===== src/rtl/cornet_pkg.sv =====
// shared widths and data types for the cornet subsystem
// access kinds between core and bus unit
// bus cycle struct and address map constants
`default_nettype none

package cornet_pkg;

   typedef logic [15:0] addr_t;
   typedef logic [7:0]  byte_t;

   // ************************************************
   // core to bus unit access
   // ************************************************
   typedef enum logic [1:0] {
      ACC_NONE,
      ACC_RD_BYTE,
      ACC_RD_WORD,    // two bytes in little endian order
      ACC_WR_BYTE
   } access_kind_t;

   typedef struct packed {
      access_kind_t kind;
      addr_t        addr;
      byte_t        wr_data;
   } access_req_t;

   // ************************************************
   // byte bus cycle
   // ************************************************
   typedef struct packed {
      addr_t addr;
      byte_t wr_data;
      logic  rd_req;     // level, held until rd_ack
      logic  wr_en;      // single cycle pulse
   } mem_req_t;

   localparam addr_t RESET_VECTOR = 16'hFFFC;
   localparam addr_t PORT_ADDR    = 16'hD000;   // output port

endpackage

`default_nettype wire

===== src/rtl/cornet_bus_unit.sv =====
// bus unit between core accesses and byte bus cycles
// byte and word reads, byte writes
// word reads assembled from two bus cycles, low byte first
`timescale 1ns/1ps
`default_nettype none

module cornet_bus_unit (
   input  wire                     clk,
   input  wire                     reset_n,
   input  cornet_pkg::access_req_t acc_req,
   output logic                    acc_done,
   output cornet_pkg::addr_t       acc_rd_word,
   output cornet_pkg::mem_req_t    mem_req,
   input  cornet_pkg::byte_t       rd_data,
   input  wire logic               rd_ack
);

   typedef enum logic [2:0] {
      BU_IDLE,
      BU_BYTE,
      BU_WORD_LO,
      BU_WORD_HI,
      BU_WRITE
   } bus_state_t;

   bus_state_t state;

   always_ff @(posedge clk) begin
      acc_done      <= 1'b0;
      mem_req.wr_en <= 1'b0;   // write is a single pulse
      if (!reset_n) begin
         state          <= BU_IDLE;
         mem_req.rd_req <= 1'b0;
      end else begin
         case (state)
            BU_IDLE:
               case (acc_req.kind)
                  cornet_pkg::ACC_RD_BYTE: begin
                     mem_req.addr   <= acc_req.addr;
                     mem_req.rd_req <= 1'b1;
                     state          <= BU_BYTE;
                  end
                  cornet_pkg::ACC_RD_WORD: begin
                     mem_req.addr   <= acc_req.addr;
                     mem_req.rd_req <= 1'b1;
                     state          <= BU_WORD_LO;
                  end
                  cornet_pkg::ACC_WR_BYTE: begin
                     mem_req.addr    <= acc_req.addr;
                     mem_req.wr_data <= acc_req.wr_data;
                     mem_req.wr_en   <= 1'b1;
                     state           <= BU_WRITE;
                  end
                  default: ;
               endcase
            BU_BYTE:
               if (rd_ack) begin
                  acc_rd_word    <= {8'h00, rd_data};
                  mem_req.rd_req <= 1'b0;
                  acc_done       <= 1'b1;
                  state          <= BU_IDLE;
               end
            BU_WORD_LO:
               if (rd_ack) begin
                  acc_rd_word[7:0] <= rd_data;
                  mem_req.rd_req   <= 1'b0;   // drop for a cycle, then addr+1
                  mem_req.addr     <= mem_req.addr + 16'd1;
                  state            <= BU_WORD_HI;
               end
            BU_WORD_HI:
               if (!mem_req.rd_req) begin
                  mem_req.rd_req <= 1'b1;
               end else if (rd_ack) begin
                  acc_rd_word[15:8] <= rd_data;
                  mem_req.rd_req    <= 1'b0;
                  acc_done          <= 1'b1;
                  state             <= BU_IDLE;
               end
            BU_WRITE: begin
               acc_done <= 1'b1;   // no ack on writes
               state    <= BU_IDLE;
            end
            default: state <= BU_IDLE;
         endcase
      end
   end

endmodule

`default_nettype wire


===== config.mk =====
export PLATFORM = sky130hd
export DESIGN_NAME = cornet_bus_unit
export DESIGN_NICKNAME = d
export VERILOG_FILES = /design/src/rtl/cornet_pkg.sv /design/src/rtl/cornet_bus_unit.sv
export SDC_FILE = /design/constraint.sdc
export NUM_CORES = 1
export LEC_CHECK = 0
export ABC_AREA = 1
export BUFFER_PORTS_ARGS = -buffer_cell sky130_fd_sc_hd__buf_2
export CORE_ASPECT_RATIO = 0.75
export CORE_UTILIZATION = 30
export CTS_BUF_LIST = sky130_fd_sc_hd__clkbuf_4
export CTS_CLUSTER_SIZE = 25
export DETAILED_ROUTE_END_ITERATION = 6
export GPL_ROUTABILITY_DRIVEN = 0
export PLACE_DENSITY_LB_ADDON = 0.25
export SLEW_MARGIN = 20
export SYNTH_ARGS = -nofsm -noshare
export SYNTH_HDL_FRONTEND = slang
export SYNTH_SLANG_ARGS = --single-unit

===== constraint.sdc =====
create_clock -name clk -period 2.39 [get_ports clk]
set_clock_uncertainty 0.05 [all_clocks]
set_input_delay 0.1195 -clock clk [delete_from_list [all_inputs] [get_ports clk]]
set_output_delay 0.1195 -clock clk [all_outputs]
set_load 0.01 [all_outputs]

After elaboration in Yosys (flattened, before gate mapping)
Cells that the tools add are included.
- register bits after elaboration: 46
- output and inout bits: 43
- logic and storage cells: 61
- add/subtract/negate cells: 1
- equal/unequal tests: 15
- multiplexer cells: 22
- reduce and logical (&&, ||, !) cells: 15
- operators with widths (operator ; number):
    $mux W16 ; 3
    $pmux W16 S2 ; 1
    $pmux W8 S2 ; 2
    $add A16 B1 Y16 const B ; 1
    $mux W8 ; 2
    $ne A2 B2 Y1 const B ; 6
    $pmux W3 S4 ; 1
    $mux W3 ; 3
    $pmux W3 S3 ; 1
    $reduce_and A3 Y1 ; 3
    $reduce_and A4 Y1 ; 2
    $mux W1 ; 7
    $eq A3 B2 Y1 const B ; 2
    $pmux W1 S3 ; 2
    $reduce_bool A2 Y1 ; 3
    $reduce_and A5 Y1 ; 1
    $eq A2 B2 Y1 const B ; 2
    $ne A4 B1 Y1 const B ; 1
    $reduce_or A2 Y1 ; 2
    $eq A3 B1 Y1 const B ; 1
    $eq A3 B3 Y1 const B ; 1
    $logic_not A3 Y1 ; 1
    $reduce_bool A3 Y1 ; 1
    $reduce_or A3 Y1 ; 1
    3 further kinds ; 3

Longest topological paths before layout
- depth in word-level cells: 4
- depth in mapped cells: 8
- gate-level depth less buffers: 8

Least setup slack after synthesis
No wires, ideal clock.
- path type: flip-flop to flip-flop
- start point: register state[0]
- end point: register mem_req[10] (netlist bit) (enable)
- setup time: 374 ps
- arrival time: 1319 ps
- data required time: 1966 ps
- slack: 647 ps
- stages on the path, launching flop included: 6
- path buffers: 1
- period minus slack after synthesis: 1743 ps
- cell sequence: dfxtp_1 buf_6 nor2_1 nand2_1 o21ai_0 and3_1
- word-level cells in the longest chain between the ends: 3
- elaborated cells on any way between the ends: 6
- ends and longest elaborated chain (item ; RTL line ; RTL):
    start: declaration ; cornet_bus_unit.sv:26 ; bus_state_t state;
    start signal: assignment ; cornet_bus_unit.sv:32 ; state <= BU_IDLE;
    start signal: assignment ; cornet_bus_unit.sv:41 ; state <= BU_BYTE;
    start signal: assignment ; cornet_bus_unit.sv:46 ; state <= BU_WORD_LO;
    $eq A3 B2 Y1 / $logic_not A3 Y1 (equally long branches) ; cornet_bus_unit.sv:35 ; case (state)
    $ne A2 B2 Y1 (no line) / $reduce_bool A2 Y1 (equally long branches) ; -- ;
    $reduce_and A4 Y1 (no line) (*) ; -- ;
    end: declaration ; cornet_bus_unit.sv:13 ; output cornet_pkg::mem_req_t mem_req,
Mark *: on every way between the ends. The rest lies on a longest branch, timed or not.
A chain may end at the register's enable or synchronous reset.

Worst setup path in the final report
- start point: register state[0]
- end point: register mem_req[2] (netlist bit) (enable)
- word-level cells in the longest chain between the ends: 2
- ends and longest elaborated chain (item ; RTL line):
    $logic_not A3 Y1 ; cornet_bus_unit.sv:35
    $reduce_and A3 Y1 (no line) ; --
Every way passes these cells.

==> qor.yml <==
status: "complete, no violations"
grt_util_met3: 0.0292
period_needed_ps: 1740
cts_tree: "built"
clock-root-buffer: "clkbuf_4"
fin_util: 0.449
async_flop_share: 0
antenna_found_initial: 0
fin_nets: 404
cts.hold.buffers_added: 31
port_buffers: 79
busiest_layer: "met2"
num_vias: 1974
grt_pass1_vias: 1896
fmax_ghz: 0.575
die_y_um: 76.9
cts_setup_buffers: 0
overflow: 0
rsz0062_at_grt: "no"
row_count: 26
die_area_mm2: 0.00784
yosysSeqAreaShare: 0.589
synth_common_cells: "nand2_1, edfxtp_1, inv_1, nor2_1, nand3_1"
clk_latency_ps: 340
cts.clk_slew.worst_paths_ps: 130
endpoint: "mem_req[2]"
cts_sinks: 46
synth_edf_count: 40
reg2reg_slack_ps: 650
cap_violations: 0
setup_ws_ps: 649
ys_seq_elements: 46
synth_area_leaders: "edfxtp_1, nand2_1, dfxtp_1"
grt_max_degree: 26
dpl.hpwl_um: 3940
start_kind: "register"
area_growth_pct: 40.6
synth.distinct_cells: 26
dp_slack_ps: 661
start_util: 0.319
reg2reg_to: "mem_req[2]"
p_leak_nw: 1.47
cp.required_ps: 2340
worst-slew-pin-transition_ps: 692
syn_inst: 243
cp.arrival_ps: 1690
r2r_cells: 3
total_power_mw: 2.71
period_share: 0.728
die_w_um: 102
clock_path_buffers: 2
reg2reg_from: "state[0]"
dr.pass1.iters: 4
postPlaceCellArea_mm2: 0.00277
crit_path_start: "state[0]"
synth.top_cell.area_share: 0.535
num_antenna_cells: 0
routed_via_density: 4.30
max-vdd-ir-drop_v: 0.000394
drtAntennaViolNets: 0
track_usage: 0.139
wirelength_um: 5340
ctsResizeCount: 0
drv_slew: 0
setup-tns-final_ps: 0
hold_path.class: "primary input to register"
slew_headroom: 0.537
hold_viol: 0
h-tree-depth: 2
syn_area_mm2: 0.00224
cts_buffers: 5
globalRouteMet2Util: 0.237
synthFlopType: "edfxtp_1"
synth_top_area_cell: "edfxtp_1"
syn_area_per_cell_um2: 9.24
first_iter_violations: 67
drive_gt1_frac: 0.274
path_class: "register to register"
ys_warn_count: 0
fin_area_mm2: 0.00316
fillerInstances: 702
crit_fanout: 8
drc: 0
end_kind: "register"
synth_nets: 287
dp.cells: 420
p_per_area_mw_per_mm2: 859
finalSetupViolations: 0
core_region_area_mm2: 0.00703
ios: 80
final_cells: 459
min_from: "acc_req[8]"
grt_pass1_wl_um: 8370
routedWlPerCell_um: 11.6
holdWs_ps: 13.5
yosys.cell_count.top_type: "nand2_1"
use_met1: 0.176
registers in the layout, summed over array words and instances, names as in the netlist:
signal / count
mem_req: 26
acc_rd_word: 16
state: 3
acc_done: 1
area by class of cell:
cell class,count,area (µm²),area share
sequential,46,1320,0.419
multi-input combinational,159,771,0.244
timing repair buffer,114,736,0.233
inverter,34,128,0.0404
tap,98,123,0.0388
clock buffer,6,45.0,0.0143
clock inverter,2,33.8,0.0107
power by group:
group / switching, mW / leakage (nW) / internal (mW)
logic: 0.617 / 1.01 / 0.375
clock network: 0.241 / 0.0433 / 0.229
registers: 0.144 / 0.420 / 1.11
cell families (layout without fill, tap and decap cells):
kind of cell             after synthesis  in the layout  synth area share
AND/OR/NAND/NOR                      129            129             0.242
flip-flops                            46             46             0.589
buffers and inverters                 38            156            0.0680
AO/OA/AOI/OAI                         19             19            0.0468
adder cells (fa/ha/maj)                7              7            0.0390
XOR/XNOR                               4              4            0.0156
cells in the final DEF (no fill, tap or decap), types with 2 or more instances in the layout:
cell type / instances
buf_2: 79
nand2_1: 73
edfxtp_1: 40
inv_1: 31
dlygate4sd3_1: 31
nor2_1: 29
nand3_1: 15
o21ai_0: 10
ha_1: 7
dfxtp_1: 6
clkbuf_4: 6
a21oi_1: 5
buf_4: 4
inv_2: 3
nand4_1: 3
xnor2_1: 3
nand3_2: 2
nor2_2: 2
nor3_1: 2
layer usage:
metal  up-vias  part of all wire
li1       1027                 -
met1       897              0.47
met2        45              0.48
met3         5             0.038
met4         0             0.011
met5         -                 0
worst max-delay path, stage by stage, from the launching register on:
cell,delay [ps]
dfxtp_1,390
nor2_1,240
nand2_1,150
nor2_1,560
how the worst min path moves through the flow:
| stage | end | slack, ps | depth (start not counted) |
|---|---|---|---|
| 5_1_grt | mem_req[10] | 20 | 3 |
| 3_5_place_dp | mem_req[5] | 250 | 1 |
| 3_3_place_gp | mem_req[3] | 250 | 1 |
| 4_1_cts | mem_req[11] | 10 | 3 |
| 6_report | mem_req[10] | 10 | 3 |
| 2_1_floorplan | acc_rd_word[0] | 170 | 0 |
Power figures use the tool's default switching activity.
