File: src/rtl/cornet_pkg.sv
// shared widths and data types for the cornet subsystem
// access kinds between core and bus unit
// bus cycle struct and address map constants
`default_nettype none

package cornet_pkg;

   typedef logic [15:0] addr_t;
   typedef logic [7:0]  byte_t;

   // ************************************************
   // core to bus unit access
   // ************************************************
   typedef enum logic [1:0] {
      ACC_NONE,
      ACC_RD_BYTE,
      ACC_RD_WORD,    // two bytes in little endian order
      ACC_WR_BYTE
   } access_kind_t;

   typedef struct packed {
      access_kind_t kind;
      addr_t        addr;
      byte_t        wr_data;
   } access_req_t;

   // ************************************************
   // byte bus cycle
   // ************************************************
   typedef struct packed {
      addr_t addr;
      byte_t wr_data;
      logic  rd_req;     // level, held until rd_ack
      logic  wr_en;      // single cycle pulse
   } mem_req_t;

   localparam addr_t RESET_VECTOR = 16'hFFFC;
   localparam addr_t PORT_ADDR    = 16'hD000;   // output port

endpackage

`default_nettype wire
File: src/rtl/cornet_core.sv
// minimal 6502 style instruction sequencer
// A, X, PC and Z registers
// LDA #, LDX #, STA abs, LDA abs,X, INX, JMP abs, BNE; others run as NOP
`timescale 1ns/1ps
`default_nettype none

module cornet_core (
   input  wire                     clk,
   input  wire                     reset_n,
   output cornet_pkg::access_req_t acc_req,
   input  wire logic               acc_done,
   input  cornet_pkg::addr_t       acc_rd_word
);

   localparam cornet_pkg::byte_t OP_LDA_IMM = 8'hA9;
   localparam cornet_pkg::byte_t OP_LDX_IMM = 8'hA2;
   localparam cornet_pkg::byte_t OP_STA_ABS = 8'h8D;
   localparam cornet_pkg::byte_t OP_LDA_ABX = 8'hBD;
   localparam cornet_pkg::byte_t OP_INX     = 8'hE8;
   localparam cornet_pkg::byte_t OP_JMP_ABS = 8'h4C;
   localparam cornet_pkg::byte_t OP_BNE     = 8'hD0;

   typedef enum logic [3:0] {
      CS_RESET,
      CS_VECTOR_WAIT,
      CS_FETCH,
      CS_FETCH_WAIT,
      CS_DECODE,
      CS_OPER_WAIT,
      CS_DATA,
      CS_DATA_WAIT,
      CS_RETIRE
   } core_state_t;

   core_state_t       state;
   cornet_pkg::addr_t pc;
   cornet_pkg::addr_t pc_next;
   cornet_pkg::addr_t seq_pc;
   cornet_pkg::addr_t oper_addr;
   cornet_pkg::addr_t branch_off;
   cornet_pkg::byte_t opcode;
   cornet_pkg::byte_t a;
   cornet_pkg::byte_t x;
   cornet_pkg::byte_t x_inc;
   logic              z;

   function automatic cornet_pkg::addr_t op_length(input cornet_pkg::byte_t op);
      case (op)
         OP_LDA_IMM, OP_LDX_IMM, OP_BNE:     op_length = 16'd2;
         OP_STA_ABS, OP_LDA_ABX, OP_JMP_ABS: op_length = 16'd3;
         default:                            op_length = 16'd1;
      endcase
   endfunction

   function automatic cornet_pkg::access_req_t make_req(
      input cornet_pkg::access_kind_t kind,
      input cornet_pkg::addr_t        addr,
      input cornet_pkg::byte_t        data
   );
      cornet_pkg::access_req_t req;
      req.kind    = kind;
      req.addr    = addr;
      req.wr_data = data;
      return req;
   endfunction

   assign seq_pc     = pc + op_length(opcode);
   assign branch_off = {{8{acc_rd_word[7]}}, acc_rd_word[7:0]};   // signed rel offset
   assign x_inc      = x + 8'd1;

   always_ff @(posedge clk) begin
      acc_req.kind <= cornet_pkg::ACC_NONE;   // one cycle request
      if (!reset_n) begin
         state   <= CS_RESET;
         pc      <= '0;
         pc_next <= '0;
         a       <= '0;
         x       <= '0;
         z       <= 1'b0;
      end else begin
         case (state)
            // ************************************************
            // reset vector and instruction fetch
            // ************************************************
            CS_RESET: begin
               acc_req <= make_req(cornet_pkg::ACC_RD_WORD, cornet_pkg::RESET_VECTOR, '0);
               state   <= CS_VECTOR_WAIT;
            end
            CS_VECTOR_WAIT:
               if (acc_done) begin
                  pc    <= acc_rd_word;
                  state <= CS_FETCH;
               end
            CS_FETCH: begin
               acc_req <= make_req(cornet_pkg::ACC_RD_BYTE, pc, '0);
               state   <= CS_FETCH_WAIT;
            end
            CS_FETCH_WAIT:
               if (acc_done) begin
                  opcode <= acc_rd_word[7:0];
                  state  <= CS_DECODE;
               end
            // ************************************************
            // decode and operand access
            // ************************************************
            CS_DECODE:
               case (opcode)
                  OP_LDA_IMM, OP_LDX_IMM: begin
                     acc_req <= make_req(cornet_pkg::ACC_RD_BYTE, pc + 16'd1, '0);
                     state   <= CS_OPER_WAIT;
                  end
                  OP_STA_ABS, OP_LDA_ABX, OP_JMP_ABS: begin
                     acc_req <= make_req(cornet_pkg::ACC_RD_WORD, pc + 16'd1, '0);
                     state   <= CS_OPER_WAIT;
                  end
                  OP_INX: begin
                     x       <= x_inc;
                     z       <= (x_inc == 8'h00);
                     pc_next <= seq_pc;
                     state   <= CS_RETIRE;
                  end
                  OP_BNE:
                     if (!z) begin
                        acc_req <= make_req(cornet_pkg::ACC_RD_BYTE, pc + 16'd1, '0);
                        state   <= CS_OPER_WAIT;
                     end else begin
                        pc_next <= seq_pc;   // not taken
                        state   <= CS_RETIRE;
                     end
                  default: begin
                     pc_next <= seq_pc;      // unknown opcode runs as one byte NOP
                     state   <= CS_RETIRE;
                  end
               endcase
            CS_OPER_WAIT:
               if (acc_done) begin
                  state   <= CS_RETIRE;
                  pc_next <= seq_pc;
                  case (opcode)
                     OP_LDA_IMM: begin
                        a <= acc_rd_word[7:0];
                        z <= (acc_rd_word[7:0] == 8'h00);
                     end
                     OP_LDX_IMM: begin
                        x <= acc_rd_word[7:0];
                        z <= (acc_rd_word[7:0] == 8'h00);
                     end
                     OP_JMP_ABS: pc_next <= acc_rd_word;
                     OP_BNE:     pc_next <= seq_pc + branch_off;
                     OP_STA_ABS: begin
                        oper_addr <= acc_rd_word;
                        state     <= CS_DATA;
                     end
                     OP_LDA_ABX: begin
                        oper_addr <= acc_rd_word + {8'h00, x};
                        state     <= CS_DATA;
                     end
                     default: ;
                  endcase
               end
            // ************************************************
            // data access of STA abs and LDA abs,X
            // ************************************************
            CS_DATA: begin
               if (opcode == OP_STA_ABS)
                  acc_req <= make_req(cornet_pkg::ACC_WR_BYTE, oper_addr, a);
               else
                  acc_req <= make_req(cornet_pkg::ACC_RD_BYTE, oper_addr, '0);
               state <= CS_DATA_WAIT;
            end
            CS_DATA_WAIT:
               if (acc_done) begin
                  if (opcode == OP_LDA_ABX) begin
                     a <= acc_rd_word[7:0];
                     z <= (acc_rd_word[7:0] == 8'h00);
                  end
                  pc_next <= seq_pc;
                  state   <= CS_RETIRE;
               end
            CS_RETIRE: begin
               pc    <= pc_next;
               state <= CS_FETCH;
            end
            default: state <= CS_RESET;
         endcase
      end
   end

endmodule

`default_nettype wire

File: config.mk
export PLATFORM = sky130hd
export DESIGN_NAME = cornet_core
export DESIGN_NICKNAME = d
export VERILOG_FILES = /design/src/rtl/cornet_pkg.sv /design/src/rtl/cornet_core.sv
export SDC_FILE = /design/constraint.sdc
export NUM_CORES = 1
export LEC_CHECK = 0
export ABC_CLOCK_PERIOD_IN_PS = 12600
export BUFFER_PORTS_ARGS = -buffer_cell sky130_fd_sc_hd__buf_4
export CAP_MARGIN = 20
export CORE_UTILIZATION = 40
export DETAILED_ROUTE_END_ITERATION = 10
export HOLD_SLACK_MARGIN = 0.05
export PLACE_DENSITY = 0.62
export SETUP_SLACK_MARGIN = 0.3
export SLEW_MARGIN = 20
export SYNTH_ARGS = -nofsm -noshare
export SYNTH_HDL_FRONTEND = slang
export SYNTH_SLANG_ARGS = --single-unit
File: constraint.sdc
create_clock -name clk -period 12.6 [get_ports clk]
set_input_delay 1.89 -clock clk [delete_from_list [all_inputs] [get_ports clk]]
set_output_delay 1.89 -clock clk [all_outputs]
set_load 0.005 [all_outputs]
# Word-level counts from Yosys, hierarchy flattened
# Index checks and enable logic that the tools add are counted.
# W data, S select, Z words.
# op_classes
n_addsub,5
n_mul,0
div,0
magnitude_cmp,0
eq_ne,28
shifts,0
n_mux,37
bitwise,0
n_reduce_logical,23
# op_table
operator,n
$pmux W16 S2,4
$pmux W26 S4,1
$pmux W26 S3,1
$mux W16,4
$mux W8,7
$eq A8 B8 Y1 const B,6
$pmux W16 S3,1
$pmux W4 S9,1
$add A16 B16 Y16,2
$pmux W8 S2,2
$mux W26,1
$mux W25,1
$mux W4,6
$ne A2 B2 Y1 const B,9
$add A16 B1 Y16 const B,1
$add A16 B8 Y16,1
$eq A4 B3 Y1 const B,4
$logic_not A8 Y1,2
$reduce_and A4 Y1,4
$reduce_and A5 Y1,2
$add A8 B1 Y8 const B,1
$eq A4 B2 Y1 const B,2
$eq A8 B7 Y1 const B,1
$pmux W4 S2,1
18 further kinds,28
# word_totals
register_bits,103
latch_bits,0
ram_bits,0
romBits,0
wordCells,104
mem_count,0

# Depth between registers and ports, before layout
# depth
depth_word,8
depth_mapped,20
mapped_depth_nobuf,19

# Worst setup path after synthesis
# Ideal clock, no wire load.
# synth_timing
path_kind,input to register
start,in reset_n
end,reg oper_addr[0] (enable)
arrival_time_ns,4.136
required_time_ns,12.170
path_slack_ns,8.034
cell_stages,4
n_path_buf,2
path_cell_list,clkbuf_1 -> inv_1 -> clkbuf_1 -> nor4_1
# synth_between
elab_chain_cells,1
# synth_lines
element,line,text
start: declaration,cornet_core.sv:9,"input wire reset_n,"
$reduce_and A4 Y1 (no source line),--,
end signal: assignment,cornet_core.sv:151,oper_addr <= acc_rd_word;
end signal: assignment,cornet_core.sv:155,"oper_addr <= acc_rd_word + {8'h00, x};"
end: declaration,cornet_core.sv:39,cornet_pkg::addr_t oper_addr;
# Every way passes these cells.
# A chain may end at the register's enable or synchronous reset.

# Worst setup path in the final report
# layout_timing
start,reg opcode[3]
end,reg pc_next[14]
# layout_between
elab_chain_cells,8
# layout_lines
element,line,text
start: declaration,cornet_core.sv:41,cornet_pkg::byte_t opcode;
start signal: assignment,cornet_core.sv:100,opcode <= acc_rd_word[7:0];
"$eq A8 B8 Y1, or another cell as far along","cornet_core.sv:48, cornet_core.sv:107",
$reduce_or A3 Y1 (on tied branches),--,
$pmux W2 S2,cornet_core.sv:48,case (op)
$add A16 B16 Y16,cornet_core.sv:67,assign seq_pc = pc + op_length(opcode);
$add A16 B16 Y16,cornet_core.sv:149,OP_BNE: pc_next <= seq_pc + branch_off;
$pmux W16 S2,cornet_core.sv:139,case (opcode)
$mux W16,cornet_core.sv:136,if (acc_done) begin
$pmux W16 S3,cornet_core.sv:81,case (state)
end signal: assignment,cornet_core.sv:138,pc_next <= seq_pc;
end signal: assignment,cornet_core.sv:148,OP_JMP_ABS: pc_next <= acc_rd_word;
end signal: assignment,cornet_core.sv:149,
end: declaration,cornet_core.sv:37,cornet_pkg::addr_t pc_next;
# Parallel ways exist; a longest one is shown, timed or not. The select of a mux whose other input is x is not followed.

==> results.sh <==
export IMPL_status="completed"
export IMPL_period_needed_ns=5.01
export IMPL_powerDensity_nw_per_um2=145
export IMPL_rsz0062_at_grt="no"
export IMPL_r2r_start="opcode[3]$_DFFE_PP_"
export IMPL_worstHoldStart="pc_next[14]$_SDFFE_PN0P_"
export IMPL_finalHoldViolCount=0
export IMPL_cp_required_ns=12.83
export IMPL_grt_pass1_wl_um=30400
export IMPL_cpLargestDelayFamily="simple AND/OR/NAND/NOR gates"
export IMPL_avgSynthCellArea_um2=8.71
export IMPL_synth_top_area_cell="edfxtp_1"
export IMPL_met3_length_um=983
export IMPL_highest_layer="met4"
export IMPL_track_usage=0.221
export IMPL_ant_nets=0
export IMPL_drt_iter0_drc=565
export IMPL_slew_headroom=0.421
export IMPL_hold_path_end="pc_next[14]$_SDFFE_PN0P_"
export IMPL_setup_worst_path_start_class="register"
export IMPL_postSynthNetCount=842
export IMPL_avgViaCountPerCell=5.79
export IMPL_drc=0
export IMPL_start_util=0.412
export IMPL_die_area_um2=17700
export IMPL_dr_pass1_iters=5
export IMPL_synthArstFlopShare=0
export IMPL_synth_top_cell_area_share=0.209
export IMPL_design_core_area_um2=16700
export IMPL_synthTopCellsByArea="edfxtp_1 (21%), dfxtp_1 (16%), ha_1 (5.5%)"
export IMPL_slowest_delay_ns=0.64
export IMPL_worst_path_max_fanout=9
export IMPL_slowest_stage="nor3_1"
export IMPL_diodes=0
export IMPL_cts_setup_buffers=0
export IMPL_fmax_ghz=0.199
export IMPL_post_cts_resized=0
export IMPL_path_cells="nor3b_1 > nand2_1 > nor3_1 > nor2_1 > nand2_1 > inv_1 > fa_1 > nor3_1 > and3_1 > xor2_1 > ha_1 > a21o_1 > a21oi_1 > o32ai_1 > a21oi_1 > nor3b_1 > o22ai_1"
export IMPL_cap_violations=0
export IMPL_vias=5985
export IMPL_crit_type="reg2reg"
export IMPL_routed_wl_um=19200
export IMPL_rows=47
export IMPL_dp_cells=1017
export IMPL_cts_root_buffer="clkbuf_16"
export IMPL_cts_tree="built"
export IMPL_synth_ff_type="dfxtp_1"
export IMPL_stdcell_count=1033
export IMPL_grt_max_degree=40
export IMPL_setup_tns_ns=0
export IMPL_netlist_area_um2=6880
export IMPL_worst_clock_skew_ns=0.0141
export IMPL_tightest_slew_ns=0.862
export IMPL_synthDistinctLibCells=70
export IMPL_setup_violations=0
export IMPL_ys_warn_count=0
export IMPL_grt_pass1_vias=5437
export IMPL_htreeDepth=3
export IMPL_antenna_found_initial=0
export IMPL_clk_pin_slew_ns=0.08
export IMPL_leakage_nw=2.90
export IMPL_cts_max_path_buffers=2
export IMPL_wl_met2_um=8650
export IMPL_fp_dieH_um=133
export IMPL_dp_hpwl_um=13600
export IMPL_final_max_slew_viol_count=0
export IMPL_syn_inst=790
export IMPL_cts_hold_buf=0
export IMPL_clock_latency_ns=0.36
export IMPL_drive_above_1_share=0.119
export IMPL_die_x_um=133
export IMPL_timing_final_crit_share=0.398
export IMPL_areaGrowthSynthToFinish_pct=11.6
export IMPL_reg2regPathDepth=17
export IMPL_gr_total_overflow=0
export IMPL_clock_sinks=103
export IMPL_ys_ff_latch=103
export IMPL_r2r_end="pc_next[14]$_SDFFE_PN0P_"
export IMPL_hp_class="reg2reg"
export IMPL_wl_per_cell_um=18.6
export IMPL_nets=860
export IMPL_crit_path_end_kind="register"
export IMPL_critPathBufInv=1
export IMPL_placement_io_buffers=44
export IMPL_ir_drop_uv=69.1
export IMPL_place_congestion=0.897
export IMPL_synth_edf_count=48
export IMPL_cts_buffers=9
export IMPL_drt_met1_wl_um=9200
export IMPL_reg2reg_slack_ns=7.59
export IMPL_cp_arrival_ns=5.25
export IMPL_io_pins=45
export IMPL_ys_seq_area_frac=0.369
export IMPL_holdPathStages=2
## cell families after synthesis
| family | synth area share |
|---|---|
| fa+ha+maj | 0.0633 |
| mux | 0.0469 |
| flops | 0.369 |
| xor+xnor | 0.0593 |
| simple gates | 0.194 |
| compound gates | 0.215 |
| buf+inv | 0.0522 |
## worst max path at each step
stage | to | slack (ns) | depth (start not counted) | startpoint
finish | pc_next[14]$_SDFFE_PN0P_ | 7.59 | 17 | opcode[3]$_DFFE_PP_
global route | pc_next[14]$_SDFFE_PN0P_ | 7.19 | 17 | opcode[3]$_DFFE_PP_
CTS | pc_next[14]$_SDFFE_PN0P_ | 7.69 | 16 | opcode[5]$_DFFE_PP_
detailed placement | pc_next[14]$_SDFFE_PN0P_ | 7.72 | 16 | opcode[5]$_DFFE_PP_
global placement | pc_next[14]$_SDFFE_PN0P_ | 7.79 | 16 | opcode[5]$_DFFE_PP_
floorplan | oper_addr[0]$_DFFE_PP_ | 8.03 | 4 | reset_n
## stage by stage
step                setup WS, ns  power [mW]  hold WS (ns)  cell area (µm²)   util
floorplan                   8.03       0.703         0.432             6880      -
CTS                         7.69        1.11         0.477             7670  0.460
finish                      7.59        1.11         0.476             7680  0.460
detailed placement          7.72       0.811         0.467             7360  0.441
global route                7.19        1.18         0.510             7680  0.460
global placement            7.79       0.811         0.457             7360  0.441
## synth_stat cells (all sizes together) (6+ instances only)
| master | instances |
|---|---|
| o21ai | 52 |
| nand2b | 12 |
| and3 | 7 |
| buf | 15 |
| o211ai | 6 |
| nand3 | 13 |
| o22ai | 13 |
| nor2b | 8 |
| inv | 37 |
| mux2i | 30 |
| nand4 | 13 |
| and2 | 12 |
| a21oi | 64 |
| a22oi | 9 |
| nor4 | 7 |
| clkbuf | 32 |
| ha | 30 |
| a211oi | 20 |
| xor2 | 18 |
| xnor2 | 26 |
| nor3 | 14 |
| nand2 | 78 |
| dfxtp | 55 |
| a21o | 8 |
| edfxtp | 48 |
| nor2 | 79 |
## per-layer routing
| metal | track usage | vias up |
|---|---|---|
| met5 | 0 | - |
| met4 | 0.0751 | 0 |
| met3 | 0.0308 | 25 |
| met2 | 0.346 | 198 |
| met1 | 0.312 | 2839 |
| li1 | - | 2923 |
## state kept, by name, indices dropped and copies added (netlist names)
signal,count
opcode,8
x,8
z,1
pc,16
oper_addr,16
acc_req,26
a,8
state,4
pc_next,16
## power by group
group	total [mW]	internal, mW	leakage, nW	switching [mW]
registers	0.446	0.402	0.894	0.0437
clock network	0.304	0.167	0.158	0.137
logic	0.364	0.154	1.85	0.210
## final cells by class
class,count,area [µm²]
fillers,1635,9020
clock inverters,5,63.8
clock buffers,11,253
inverters,37,139
repair buffers,54,405
multi-input cells,603,4000
flip-flops and latches,103,2540
well taps,220,275
## worst reg2reg max path, cell delays in order, from the launching register on
cell	delay, ns
edfxtp_1	0.44
nor3b_1	0.31
nand2_1	0.23
nor3_1	0.64
nor2_1	0.15
nand2_1	0.13
inv_1	0.06
fa_1	0.52
nor3_1	0.36
and3_1	0.22
xor2_1	0.32
ha_1	0.39
a21o_1	0.21
a21oi_1	0.16
o32ai_1	0.12
a21oi_1	0.27
nor3b_1	0.26
o22ai_1	0.11
## cell usage in the layout, fill, tap and decap left out, types with 18 or more instances in the layout
| master | instances |
|---|---|
| xor2_1 | 18 |
| o21ai_0 | 50 |
| buf_4 | 54 |
| edfxtp_1 | 48 |
| nor2_1 | 79 |
| a21oi_1 | 62 |
| xnor2_1 | 26 |
| dfxtp_1 | 55 |
| ha_1 | 30 |
| nand2_1 | 78 |
| inv_1 | 36 |
| mux2i_1 | 30 |
Power figures use the tool's default switching activity.
