**config.mk**
```make
export PLATFORM = sky130hd
export DESIGN_NAME = cornet_bus_decode
export DESIGN_NICKNAME = d
export VERILOG_FILES = /design/src/rtl/cornet_pkg.sv /design/src/rtl/cornet_bus_decode.sv
export SDC_FILE = /design/constraint.sdc
export NUM_CORES = 1
export LEC_CHECK = 0
export BUFFER_PORTS_ARGS = -buffer_cell sky130_fd_sc_hd__clkbuf_2
export CAP_MARGIN = 20
export CORE_MARGIN = 1.5
export CORE_UTILIZATION = 36
export CTS_BUF_LIST = sky130_fd_sc_hd__clkbuf_4 sky130_fd_sc_hd__clkbuf_8
export DETAILED_ROUTE_END_ITERATION = 16
export PLACE_DENSITY = 0.82
export SLEW_MARGIN = 20
export SYNTH_ARGS = -nofsm -noshare
export SYNTH_HDL_FRONTEND = slang
export SYNTH_SLANG_ARGS = --single-unit
```
**constraint.sdc**
```tcl
create_clock -name clk -period 1.75 [get_ports clk]
set_input_delay 0.4375 -clock clk [delete_from_list [all_inputs] [get_ports clk]]
set_output_delay 0.4375 -clock clk [all_outputs]
set_load 0.02 [all_outputs]
```
**src/rtl/cornet_pkg.sv**
```systemverilog
// shared widths and data types for the cornet subsystem
// access kinds between core and bus unit
// bus cycle struct and address map constants
`default_nettype none

package cornet_pkg;

   typedef logic [15:0] addr_t;
   typedef logic [7:0]  byte_t;

   // ************************************************
   // core to bus unit access
   // ************************************************
   typedef enum logic [1:0] {
      ACC_NONE,
      ACC_RD_BYTE,
      ACC_RD_WORD,    // two bytes in little endian order
      ACC_WR_BYTE
   } access_kind_t;

   typedef struct packed {
      access_kind_t kind;
      addr_t        addr;
      byte_t        wr_data;
   } access_req_t;

   // ************************************************
   // byte bus cycle
   // ************************************************
   typedef struct packed {
      addr_t addr;
      byte_t wr_data;
      logic  rd_req;     // level, held until rd_ack
      logic  wr_en;      // single cycle pulse
   } mem_req_t;

   localparam addr_t RESET_VECTOR = 16'hFFFC;
   localparam addr_t PORT_ADDR    = 16'hD000;   // output port

endpackage

`default_nettype wire
```
**src/rtl/cornet_bus_decode.sv**
```systemverilog
// address decode of the byte bus
// steers cycles to RAM or to the output port
// output port register with read ack and write strobe
`timescale 1ns/1ps
`default_nettype none

module cornet_bus_decode (
   input  wire                  clk,
   input  wire                  reset_n,
   input  cornet_pkg::mem_req_t cpu_req,
   output cornet_pkg::byte_t    cpu_rd_data,
   output logic                 cpu_rd_ack,
   output cornet_pkg::mem_req_t ram_req,
   input  cornet_pkg::byte_t    ram_rd_data,
   input  wire logic            ram_rd_ack,
   output cornet_pkg::byte_t    port_data,
   output logic                 port_strobe
);

   logic port_hit;
   logic port_ack;

   assign port_hit = (cpu_req.addr == cornet_pkg::PORT_ADDR);

   always_comb begin
      ram_req        = cpu_req;
      ram_req.rd_req = cpu_req.rd_req && !port_hit;
      ram_req.wr_en  = cpu_req.wr_en && !port_hit;
   end

   // ************************************************
   // output port
   // ************************************************
   always_ff @(posedge clk) begin
      if (!reset_n) begin
         port_data   <= '0;
         port_strobe <= 1'b0;
         port_ack    <= 1'b0;
      end else begin
         port_strobe <= cpu_req.wr_en && port_hit;
         port_ack    <= cpu_req.rd_req && port_hit && !port_ack;   // one cycle read
         if (cpu_req.wr_en && port_hit)
            port_data <= cpu_req.wr_data;
      end
   end

   assign cpu_rd_ack  = port_ack || ram_rd_ack;
   assign cpu_rd_data = port_ack ? port_data : ram_rd_data;   // port reads back last write

endmodule

`default_nettype wire

```
# ---- After elaboration in Yosys (flattened, before gate mapping)
# Cells that the tools add are included.
dict set report op_classes {
  eq_ne 1
  n_reduce_logical 8
  muxes 1
}
# op n
set op_table {}
lappend op_table {{$eq A16 B16 Y1 const B} 1}
lappend op_table {{$mux W8} 1}
lappend op_table {{$logic_and A1 B1 Y1} 5}
lappend op_table {{$logic_not A1 Y1} 2}
lappend op_table {{$logic_or A1 B1 Y1} 1}
dict set report word_totals {
  regBits 10
  word_cells 13
  inputBits 37
  out_inout_bits 44
}

# ---- Logic depth before layout (Yosys ltp)
# Gate-level depths: netlist of run 1.
dict set report logic_depth {
  depth_word 3
  ltp_mapped 4
  mapped_depth_nobuf 4
}

# ---- Worst setup path after synthesis of run 1
# No wires, ideal clock.
dict set report synth_path {
  kind {input to output}
  startpoint {input port cpu_req[19] (netlist name)}
  endpoint {output port ram_req[0] (netlist name)}
  n_path_buf 0
  t_required_ps 1312
  stages 3
  slack_ps 145
  t_arrival_ps 1168
  path_cell_list {nor4b_4 nand4_4 and2_1}
}
# item line
set synth_rtl {}
lappend synth_rtl {{start, declared} cornet_bus_decode.sv:10} ;# input cornet_pkg::mem_req_t cpu_req,
lappend synth_rtl {{end, declared} cornet_bus_decode.sv:13} ;# output cornet_pkg::mem_req_t ram_req,

==> results of run 1 <==
==> worst max-delay path, cell delays in order <==
cell	delay [ps]
clkbuf_2	110
nor4_4	310
nand4_4	130
and2_4	160
buf_8	120
==> metrics by stage <==
step	total power, W	hold WS [ps]	setup TNS [ps]	worst slack [ps]	cell area, um2
5_1_grt	0.000601	385	0	3.72	1100
2_1_floorplan	0.000362	542	0	145	781
3_3_place_gp	0.000409	454	-5.81	-5.81	1030
3_5_place_dp	0.000413	468	-45.5	-27.6	1030
4_1_cts	0.000571	375	-26.4	-13.6	1060
6_report	0.000568	389	0	30.9	1100
==> kinds of logic after synthesis <==
logic type,share of synthesized area (%)
AND/OR/NAND/NOR,27.4
buffers and inverters,25.2
multiplexers,21.8
flip-flops,25.6
==> cell usage after synthesis <==
| master | count |
|---|---|
| and2_1 | 3 |
| dfxtp_1 | 10 |
| nor4b_4 | 1 |
| inv_1 | 1 |
| nand2_1 | 17 |
| nor3_1 | 1 |
| buf_2 | 1 |
| nor2_8 | 1 |
| nand4_4 | 1 |
| or2_2 | 1 |
| nor4_4 | 2 |
| mux2i_1 | 8 |
| clkbuf_1 | 2 |
| and4bb_1 | 1 |
| buf_4 | 24 |
| mux2_2 | 8 |
==> routing by layer <==
| layer | wire length [um] | global-route usage (%) |
|---|---|---|
| met1 | 690 | 16.4 |
| met2 | 1090 | 29.6 |
| met3 | 99 | 4.85 |
| met4 | 14 | 5.09 |
| met5 | 0 | 0 |
==> state kept, by name, indices dropped and copies added, names as in the netlist <==
name         count
port_ack         1
port_strobe      1
port_data        8
==> what timing repair did <==
action                                  4_1_cts  5_1_grt
pin swaps                                     2        4
setup buffers                                 0        1
hold buffers                                  0        0
endpoints found under the setup margin       10        6
gates resized for setup                       4       13
==> final cells by class <==
class | instances | area [um2] | area share (%)
Clock buffer | 3 | 22.5 | 2.05
Timing Repair Buffer | 82 | 448 | 40.7
Multi-Input combinational cell | 44 | 389 | 35.3
Sequential cell | 10 | 204 | 18.5
Tap cell | 27 | 33.8 | 3.07
Inverter | 1 | 3.75 | 0.341
==> power breakdown <==
part	internal, W	switching (W)
clock	0.0000791	0.0000712
sequential	0.000226	0.00000000167
combinational	0.0000824	0.000109
total	0.000388	0.000180
==> final timing paths <==
check / start / endpoint / slack [ps]
max reg2reg: port_ack / port_ack / 1110
max: cpu_req[12] / ram_req[0] / 30
min reg2reg: port_data[5] / port_data[5] / 470
min: cpu_req[1] / port_ack / 390
==> results.toml, run 1 <==
[run_status]
status = "finished clean"

[route]
dr.pass1.iters = 2
post_drt_wl_per_cell_um = 11.4
vias_per_cell = 4.36
routed_wl_um = 1900
vias = 728
drtIter0Drc = 3
route.detailed.drc = 0
final_antenna_net_count = 0

[global_routing]
grt_pass1_wl_um = 3040
grt_start_max_net_pins = 19
grtUsageTotal_pct = 15.8
grt_pass1_vias = 690
antenna_found_initial = 0
grt-ovfl-total = 0

[critical_path]
worstPathRequired_ps = 1310
cp-end-kind = "output pin"
worstSetupPathType = "input pin to output pin"
crit_fanout = 3
crit_arrival_ps = 1280
worst_setup_path_start_kind = "input pin"
r2r_cells = 1

[sta]
hold_violations = 0
min_period_ps = 1720
slew_headroom_pct = 78.8
worst_slew_pin_slew_ps = 318
fmax_mhz = 582
fin_crit_sh_pct = 98.2
setup_viol = 0
grt_setup_unrepaired = "true"
final_max_slew_viol_count = 0
finClkSkew_ps = 0

[placement]
gp_congestion = 0.740
dp.cells = 163
io_buffer_count = 80
dp_hpwl_um = 1640

[final_layout]
final_cells = 167
finalNetCount = 179
syn2layout_area_growth_pct = 41.0
final_util_pct = 55.0
layout_commonest_cell = "clkbuf_2"
antennaDiodeCount = 0
drive_above_1_share_pct = 72.9
layout_common_cells = "clkbuf_2 (76), nand2_1 (17), dfxtp_1 (9)"
nFillCells = 189

[die]
die_w_um = 49.6
io_pins = 81
die_h_um = 49.6
initial_core_util_pct = 39.0
core-area_um2 = 2000
die_area_um2 = 2460
std_cell_rows = 16

[power]
power_density_nw_per_um2 = 516
p_leak_nw = 0.593
vdd_drop_max_uv = 360

[clock_network]
cts_sinks = 10
clk_pin_slew_ps = 60
cts_tree = "done"
insertion_delay_ps = 260
clk_path_buf_depth = 2
clockRootBuffer = "clkbuf_4"
cts_buffers = 3
cts-htree-levels = 1

[logic_synthesis]
syn-cell-area_um2 = 781
yosysTopAreaCell = "dfxtp_1"
seq_area_frac_synth_pct = 25.6
avgSynthCellArea_um2 = 9.52
synth_seq_cells = 10
yosysWarnings = 0
ys_types = 16
synth_top_area_share_pct = 25.6
synthTopCellsByArea = "dfxtp_1 (26%), buf_4 (23%), mux2_2 (12%), mux2i_1 (10%), nand2_1 (8.2%)"
syn-num-nets = 119
netlist_instances = 82

[run]
cap_violations = 0

[min_path]
hold_depth = 3
hold_class = "input pin to register"
(Power assumes the default switching activity.)
==> run 2: changes to the inputs <==
--- a/config.mk
+++ b/config.mk
@@ -5,13 +5,14 @@
 export SDC_FILE = /design/constraint.sdc
 export NUM_CORES = 1
 export LEC_CHECK = 0
+export ABC_AREA = 1
 export BUFFER_PORTS_ARGS = -buffer_cell sky130_fd_sc_hd__clkbuf_2
 export CAP_MARGIN = 20
 export CORE_MARGIN = 1.5
-export CORE_UTILIZATION = 36
+export CORE_UTILIZATION = 38
 export CTS_BUF_LIST = sky130_fd_sc_hd__clkbuf_4 sky130_fd_sc_hd__clkbuf_8
 export DETAILED_ROUTE_END_ITERATION = 16
-export PLACE_DENSITY = 0.82
+export PLACE_DENSITY = 0.81
 export SLEW_MARGIN = 20
 export SYNTH_ARGS = -nofsm -noshare
 export SYNTH_HDL_FRONTEND = slang
==> results.toml, run 2 <==
[critical_path]
rr_startpoint = "port_ack"
crit_end = "ram_req[1]"
cp.buffers_inverters = 3
cp-end-kind = "output pin"
crit_slowest_cell = "clkbuf_2"
rrSetupSlack_ps = 950
crit_arrival_ps = 1210
r2r_cells = 3
crit_start = "cpu_req[22]"
worstPathRequired_ps = 1310
critPathMaxStageDelay_ps = 170
path_cells = "clkbuf_2 -> nand2_1 -> inv_1 -> nand2_1 -> nor2_8 -> and2_1 -> nor2_1 -> clkbuf_2"
rr_endpoint = "port_ack"
worst_setup_path_start_kind = "input pin"
critPathTopFamily = "simple AND/OR/NAND/NOR gates"
crit_fanout = 3
cp_num_cells = 8
worstSetupPathType = "input pin to output pin"

[route]
drtIter0Drc = 11
routed_wl_um = 2110
vias = 977
final_antenna_net_count = 0
post_drt_wl_per_cell_um = 9.12
vias_per_cell = 4.23
route.detailed.drc = 0
dr.pass1.iters = 3

[power]
netSwitchingFraction_pct = 33.5
p_sw_w = 0.000191
p_leak_nw = 0.764
power_density_nw_per_um2 = 479
power_frac_comb_pct = 33.3
sequentialPowerShare_pct = 39.9
power.internal_w = 0.000379
totalPowerFinal_w = 0.000570
vdd_drop_max_uv = 236
p_clk_share_pct = 26.8

[die]
die_w_um = 51.7
initial_core_util_pct = 40.4
std_cell_rows = 17
core-area_um2 = 2230
die_area_um2 = 2680
die_h_um = 51.7
io_pins = 81

[sta]
tns_ps = 0
fmax_mhz = 605
fin_crit_sh_pct = 94.4
slew_headroom_pct = 80.9
grt_setup_unrepaired = "false"
finClkSkew_ps = 0
setup_viol = 0
final_max_slew_viol_count = 0
min_period_ps = 1650
worst_slew_pin_slew_ps = 283
hold_violations = 0

[final_layout]
syn2layout_area_growth_pct = 31.9
regMostFlops = "port_data"
final_util_pct = 53.3
drive_above_1_share_pct = 46.8
layout_common_cells = "clkbuf_2 (80), inv_1 (29), nand2_1 (27)"
antennaDiodeCount = 0
largest_reg_flops = 8
top_regs = "port_data (8), port_ack (1), port_strobe (1)"
layout_commonest_cell = "clkbuf_2"
finalNetCount = 242

[logic_synthesis]
yosysWarnings = 0
async_flop_share_pct = 0
netlist_instances = 144
synth_edf_count = 0
netlist_top_cells_count = "inv_1 (29), nand2_1 (27), buf_4 (24)"
synth_seq_cells = 10
syn-num-nets = 181
syn-cell-area_um2 = 902
avgSynthCellArea_um2 = 6.26
synth_most_common_cell = "inv_1"
synth_top_area_share_pct = 22.2
seq_area_frac_synth_pct = 22.2
yosysTopAreaCell = "dfxtp_1"
synth_flop_cell = "dfxtp_1"
ys_types = 19
synthTopCellsByArea = "dfxtp_1 (22%), buf_4 (20%), inv_1 (12%), nand2_1 (11%), nor2_1 (7.9%)"

[clock_network]
post-cts-setup-buffers = 0
clk_pin_slew_ps = 60
cts_sinks = 10
cts_hold_buf = 0
cts_tree = "done"
cts_resized = 0
cts-htree-levels = 1
clk_path_buf_depth = 2
clockRootBuffer = "clkbuf_4"
cts_buffers = 3
insertion_delay_ps = 250

[run]
cap_violations = 0

[placement]
io_buffer_count = 80
gp_congestion = 0.697
dp_hpwl_um = 1750

[global_routing]
grt_pass1_wl_um = 3350
grt_start_max_net_pins = 18
antenna_found_initial = 0
grtUsageTotal_pct = 16.5
grt-ovfl-total = 0
grt_pass1_vias = 828

[min_path]
hold_class = "input pin to register"

[run_status]
status = "finished clean"
[run 2: cell count changes after synthesis, sizes merged, moves of 2 or more]
| cell | change |
|---|---|
| inv | +29 |
| nor2 | +22 |
| nand3 | +4 |
| and2 | -2 |
| o21ai | +8 |
| mux2 | -8 |
| nand2 | +12 |
| mux2i | -8 |
| nand4 | +8 |
[run 2: layout make-up]
type	count	area, um2
fill	254	1040
timing repair buffer	83	423
multi-input combinational	77	397
sequential	10	200
inverter	30	113
tap	28	35.0
clock buffer	3	22.5
[run 2: per-layer routing]
| metal | routed length (um) | global-route usage, % |
|---|---|---|
| met1 | 867 | 18.4 |
| met2 | 1090 | 31.6 |
| met3 | 127 | 1.44 |
| met4 | 19 | 6.58 |
| met5 | 0 | 0 |
[run 2: cell families (layout without fill, tap and decap cells)]
group                  count (synthesis)  count (layout)  synth area share (%)
AOI/OAI and AO/OA                      8               8                  4.44
DFF                                   10              10                  22.2
and+or+nand+nor                       69              69                  39.5
buffers and inverters                 57             116                  33.8
[run 2: worst min-delay path by stage]
stage / start / depth (start not counted) / slack [ps] / endpoint
after global placement: port_data[6] / 4 / 520 / port_data[6]
after global routing: cpu_req[1] / 3 / 440 / port_ack
after detailed placement: port_data[0] / 4 / 520 / port_data[0]
after CTS: cpu_req[1] / 3 / 420 / port_ack
after floorplan: port_ack / 3 / 520 / port_ack
final: cpu_req[1] / 3 / 430 / port_ack
[run 2: worst min-delay path, delay by kind of cell]
family	cells	cell delay [ps]
buf+inv	1	90
simple gates	2	110
[run 2: power groups by stage]
stage | logic (W) | clock network, W | registers [W]
2_1_floorplan | 0.000137 | 0 | 0.000233
3_3_place_gp | 0.000189 | 0 | 0.000233
3_5_place_dp | 0.000191 | 0 | 0.000233
4_1_cts | 0.000192 | 0.000158 | 0.000227
5_1_grt | 0.000206 | 0.000172 | 0.000227
6_report | 0.000190 | 0.000153 | 0.000227
[run 2: stage by stage]
step	cells	setup slack (ps)	hold WS (ps)	area, um2
2_1_floorplan	144	149	518	902
3_3_place_gp	228	104	523	1170
3_5_place_dp	228	92.4	522	1170
4_1_cts	231	91.3	422	1190
5_1_grt	231	27.5	444	1190
6_report	231	98.2	429	1190
==> run 3: changes to the inputs <==
--- a/config.mk
+++ b/config.mk
@@ -9,10 +9,10 @@
 export BUFFER_PORTS_ARGS = -buffer_cell sky130_fd_sc_hd__clkbuf_2
 export CAP_MARGIN = 20
 export CORE_MARGIN = 1.5
-export CORE_UTILIZATION = 38
+export CORE_UTILIZATION = 41
 export CTS_BUF_LIST = sky130_fd_sc_hd__clkbuf_4 sky130_fd_sc_hd__clkbuf_8
 export DETAILED_ROUTE_END_ITERATION = 16
-export PLACE_DENSITY = 0.81
+export PLACE_DENSITY = 0.87
 export SLEW_MARGIN = 20
 export SYNTH_ARGS = -nofsm -noshare
 export SYNTH_HDL_FRONTEND = slang
==> constraint.sdc (replaced) <==
create_clock -name clk -period 2 [get_ports clk]
set_input_delay 0.5 -clock clk [delete_from_list [all_inputs] [get_ports clk]]
set_output_delay 0.5 -clock clk [all_outputs]
set_load 0.02 [all_outputs]
==> results.toml, run 3 (synthesis gave the netlist of run 2 again) <==
[critical_path]
rrSetupSlack_ps = 1190
path_cells = "clkbuf_2 -> nand2_1 -> inv_1 -> nand2_1 -> nor2_8 -> and2_1 -> nor2_1 -> clkbuf_2"
critPathTopFamily = "simple AND/OR/NAND/NOR gates"
worst_setup_path_start_kind = "input pin"
r2r_cells = 3
cp-end-kind = "output pin"
critPathMaxStageDelay_ps = 170
crit_arrival_ps = 1280
cp_num_cells = 8
worstSetupPathType = "input pin to output pin"
cp.buffers_inverters = 3
crit_slowest_cell = "clkbuf_2"
crit_fanout = 3
worstPathRequired_ps = 1500

[final_layout]
finalNetCount = 241
syn2layout_area_growth_pct = 30.9
layout_common_cells = "clkbuf_2 (80), inv_1 (29), nand2_1 (27)"
regMostFlops = "port_data"
antennaDiodeCount = 0
layout_commonest_cell = "clkbuf_2"
drive_above_1_share_pct = 46.5
nFillCells = 217
final_util_pct = 58.4
largest_reg_flops = 8
top_regs = "port_data (8), port_ack (1), port_strobe (1)"

[route]
vias = 997
vias_per_cell = 4.35
final_antenna_net_count = 0
post_drt_wl_per_cell_um = 8.95
dr.pass1.iters = 4
route.detailed.drc = 0
routed_wl_um = 2050
drtIter0Drc = 17

[placement]
io_buffer_count = 80
gp_congestion = 0.744
dp_hpwl_um = 1750

[sta]
fin_crit_sh_pct = 89.2
hold_violations = 0
finClkSkew_ps = 0
final_max_slew_viol_count = 0
worst_slew_pin_slew_ps = 312
tns_ps = 0
slew_headroom_pct = 79.0
setup_viol = 0
grt_setup_unrepaired = "false"
min_period_ps = 1780
fmax_mhz = 561

[clock_network]
insertion_delay_ps = 260
clockRootBuffer = "clkbuf_4"
cts_buffers = 3
cts_hold_buf = 0
clk_path_buf_depth = 2
cts_tree = "done"
cts_sinks = 10
post-cts-setup-buffers = 0
cts_resized = 0
cts-htree-levels = 1
clk_pin_slew_ps = 60

[run]
cap_violations = 0

[run_status]
status = "finished clean"

[global_routing]
antenna_found_initial = 0
grt-ovfl-total = 0
grt.busiest_layer = "met2"
grt_pass1_vias = 850
use_met2_pct = 29.8
grt_use_met3_pct = 1.21
grt_start_max_net_pins = 18
met1_usage_pct = 21.0
grtUsageTotal_pct = 17.3
grt_pass1_wl_um = 3390

[power]
p_leak_nw = 0.759
vdd_drop_max_uv = 190
p_sw_w = 0.000167
sequentialPowerShare_pct = 40.0
netSwitchingFraction_pct = 33.6
power_density_nw_per_um2 = 421
totalPowerFinal_w = 0.000498
p_clk_share_pct = 26.9
power.internal_w = 0.000331
power_frac_comb_pct = 33.1

[die]
initial_core_util_pct = 44.6
std_cell_rows = 16
io_pins = 81
core-area_um2 = 2020
die_area_um2 = 2490
die_h_um = 49.9
die_w_um = 49.9

[min_path]
hold_class = "input pin to register"
hold_depth = 3
[run 3: layer usage]
metal  up-vias  wire [um]
li1        535          -
met1       411        901
met2        44        957
met3         7        138
met4         0         52
met5         -          0
[run 3: metrics by stage]
| step | cells | setup slack, ps | hold slack (ps) | cell area [um2] |
|---|---|---|---|---|
| after floorplan | 144 | 274 | 518 | 902 |
| after global placement | 226 | 219 | 522 | 1160 |
| after detailed placement | 226 | 204 | 522 | 1160 |
| after CTS | 229 | 202 | 485 | 1180 |
| after global routing | 229 | 125 | 494 | 1180 |
| final | 229 | 217 | 484 | 1180 |
[run 3: area by class of cell]
| type | count | area (um2) | area share, % |
|---|---|---|---|
| clock buffer | 3 | 22.5 | 1.91 |
| timing repair buffer | 82 | 415 | 35.2 |
| inverter | 30 | 113 | 9.53 |
| sequential | 10 | 200 | 16.9 |
| multi-input combinational | 77 | 397 | 33.6 |
| tap | 27 | 33.8 | 2.86 |
[run 3: path summary, 6_finish.rpt]
check | from | end
worst max-delay path | cpu_req[24] | ram_req[0]
worst min-delay path | cpu_req[1] | port_ack
worst max register to register | port_ack | port_ack
worst min register to register | port_data[1] | port_data[1]
[run 3: worst reg2reg max path, stage by stage, from the launching register on]
cell and delay (ps):
dfxtp_1 310, inv_2 220, nand3_1 110, nor2_1 110
[run 3: power by group through the flow]
stage          registers, W  logic (W)  clock network (W)
2_1_floorplan      0.000204   0.000120                  0
3_3_place_gp       0.000204   0.000164                  0
3_5_place_dp       0.000204   0.000166                  0
4_1_cts            0.000199   0.000166           0.000134
5_1_grt            0.000199   0.000180           0.000148
6_report           0.000199   0.000165           0.000134
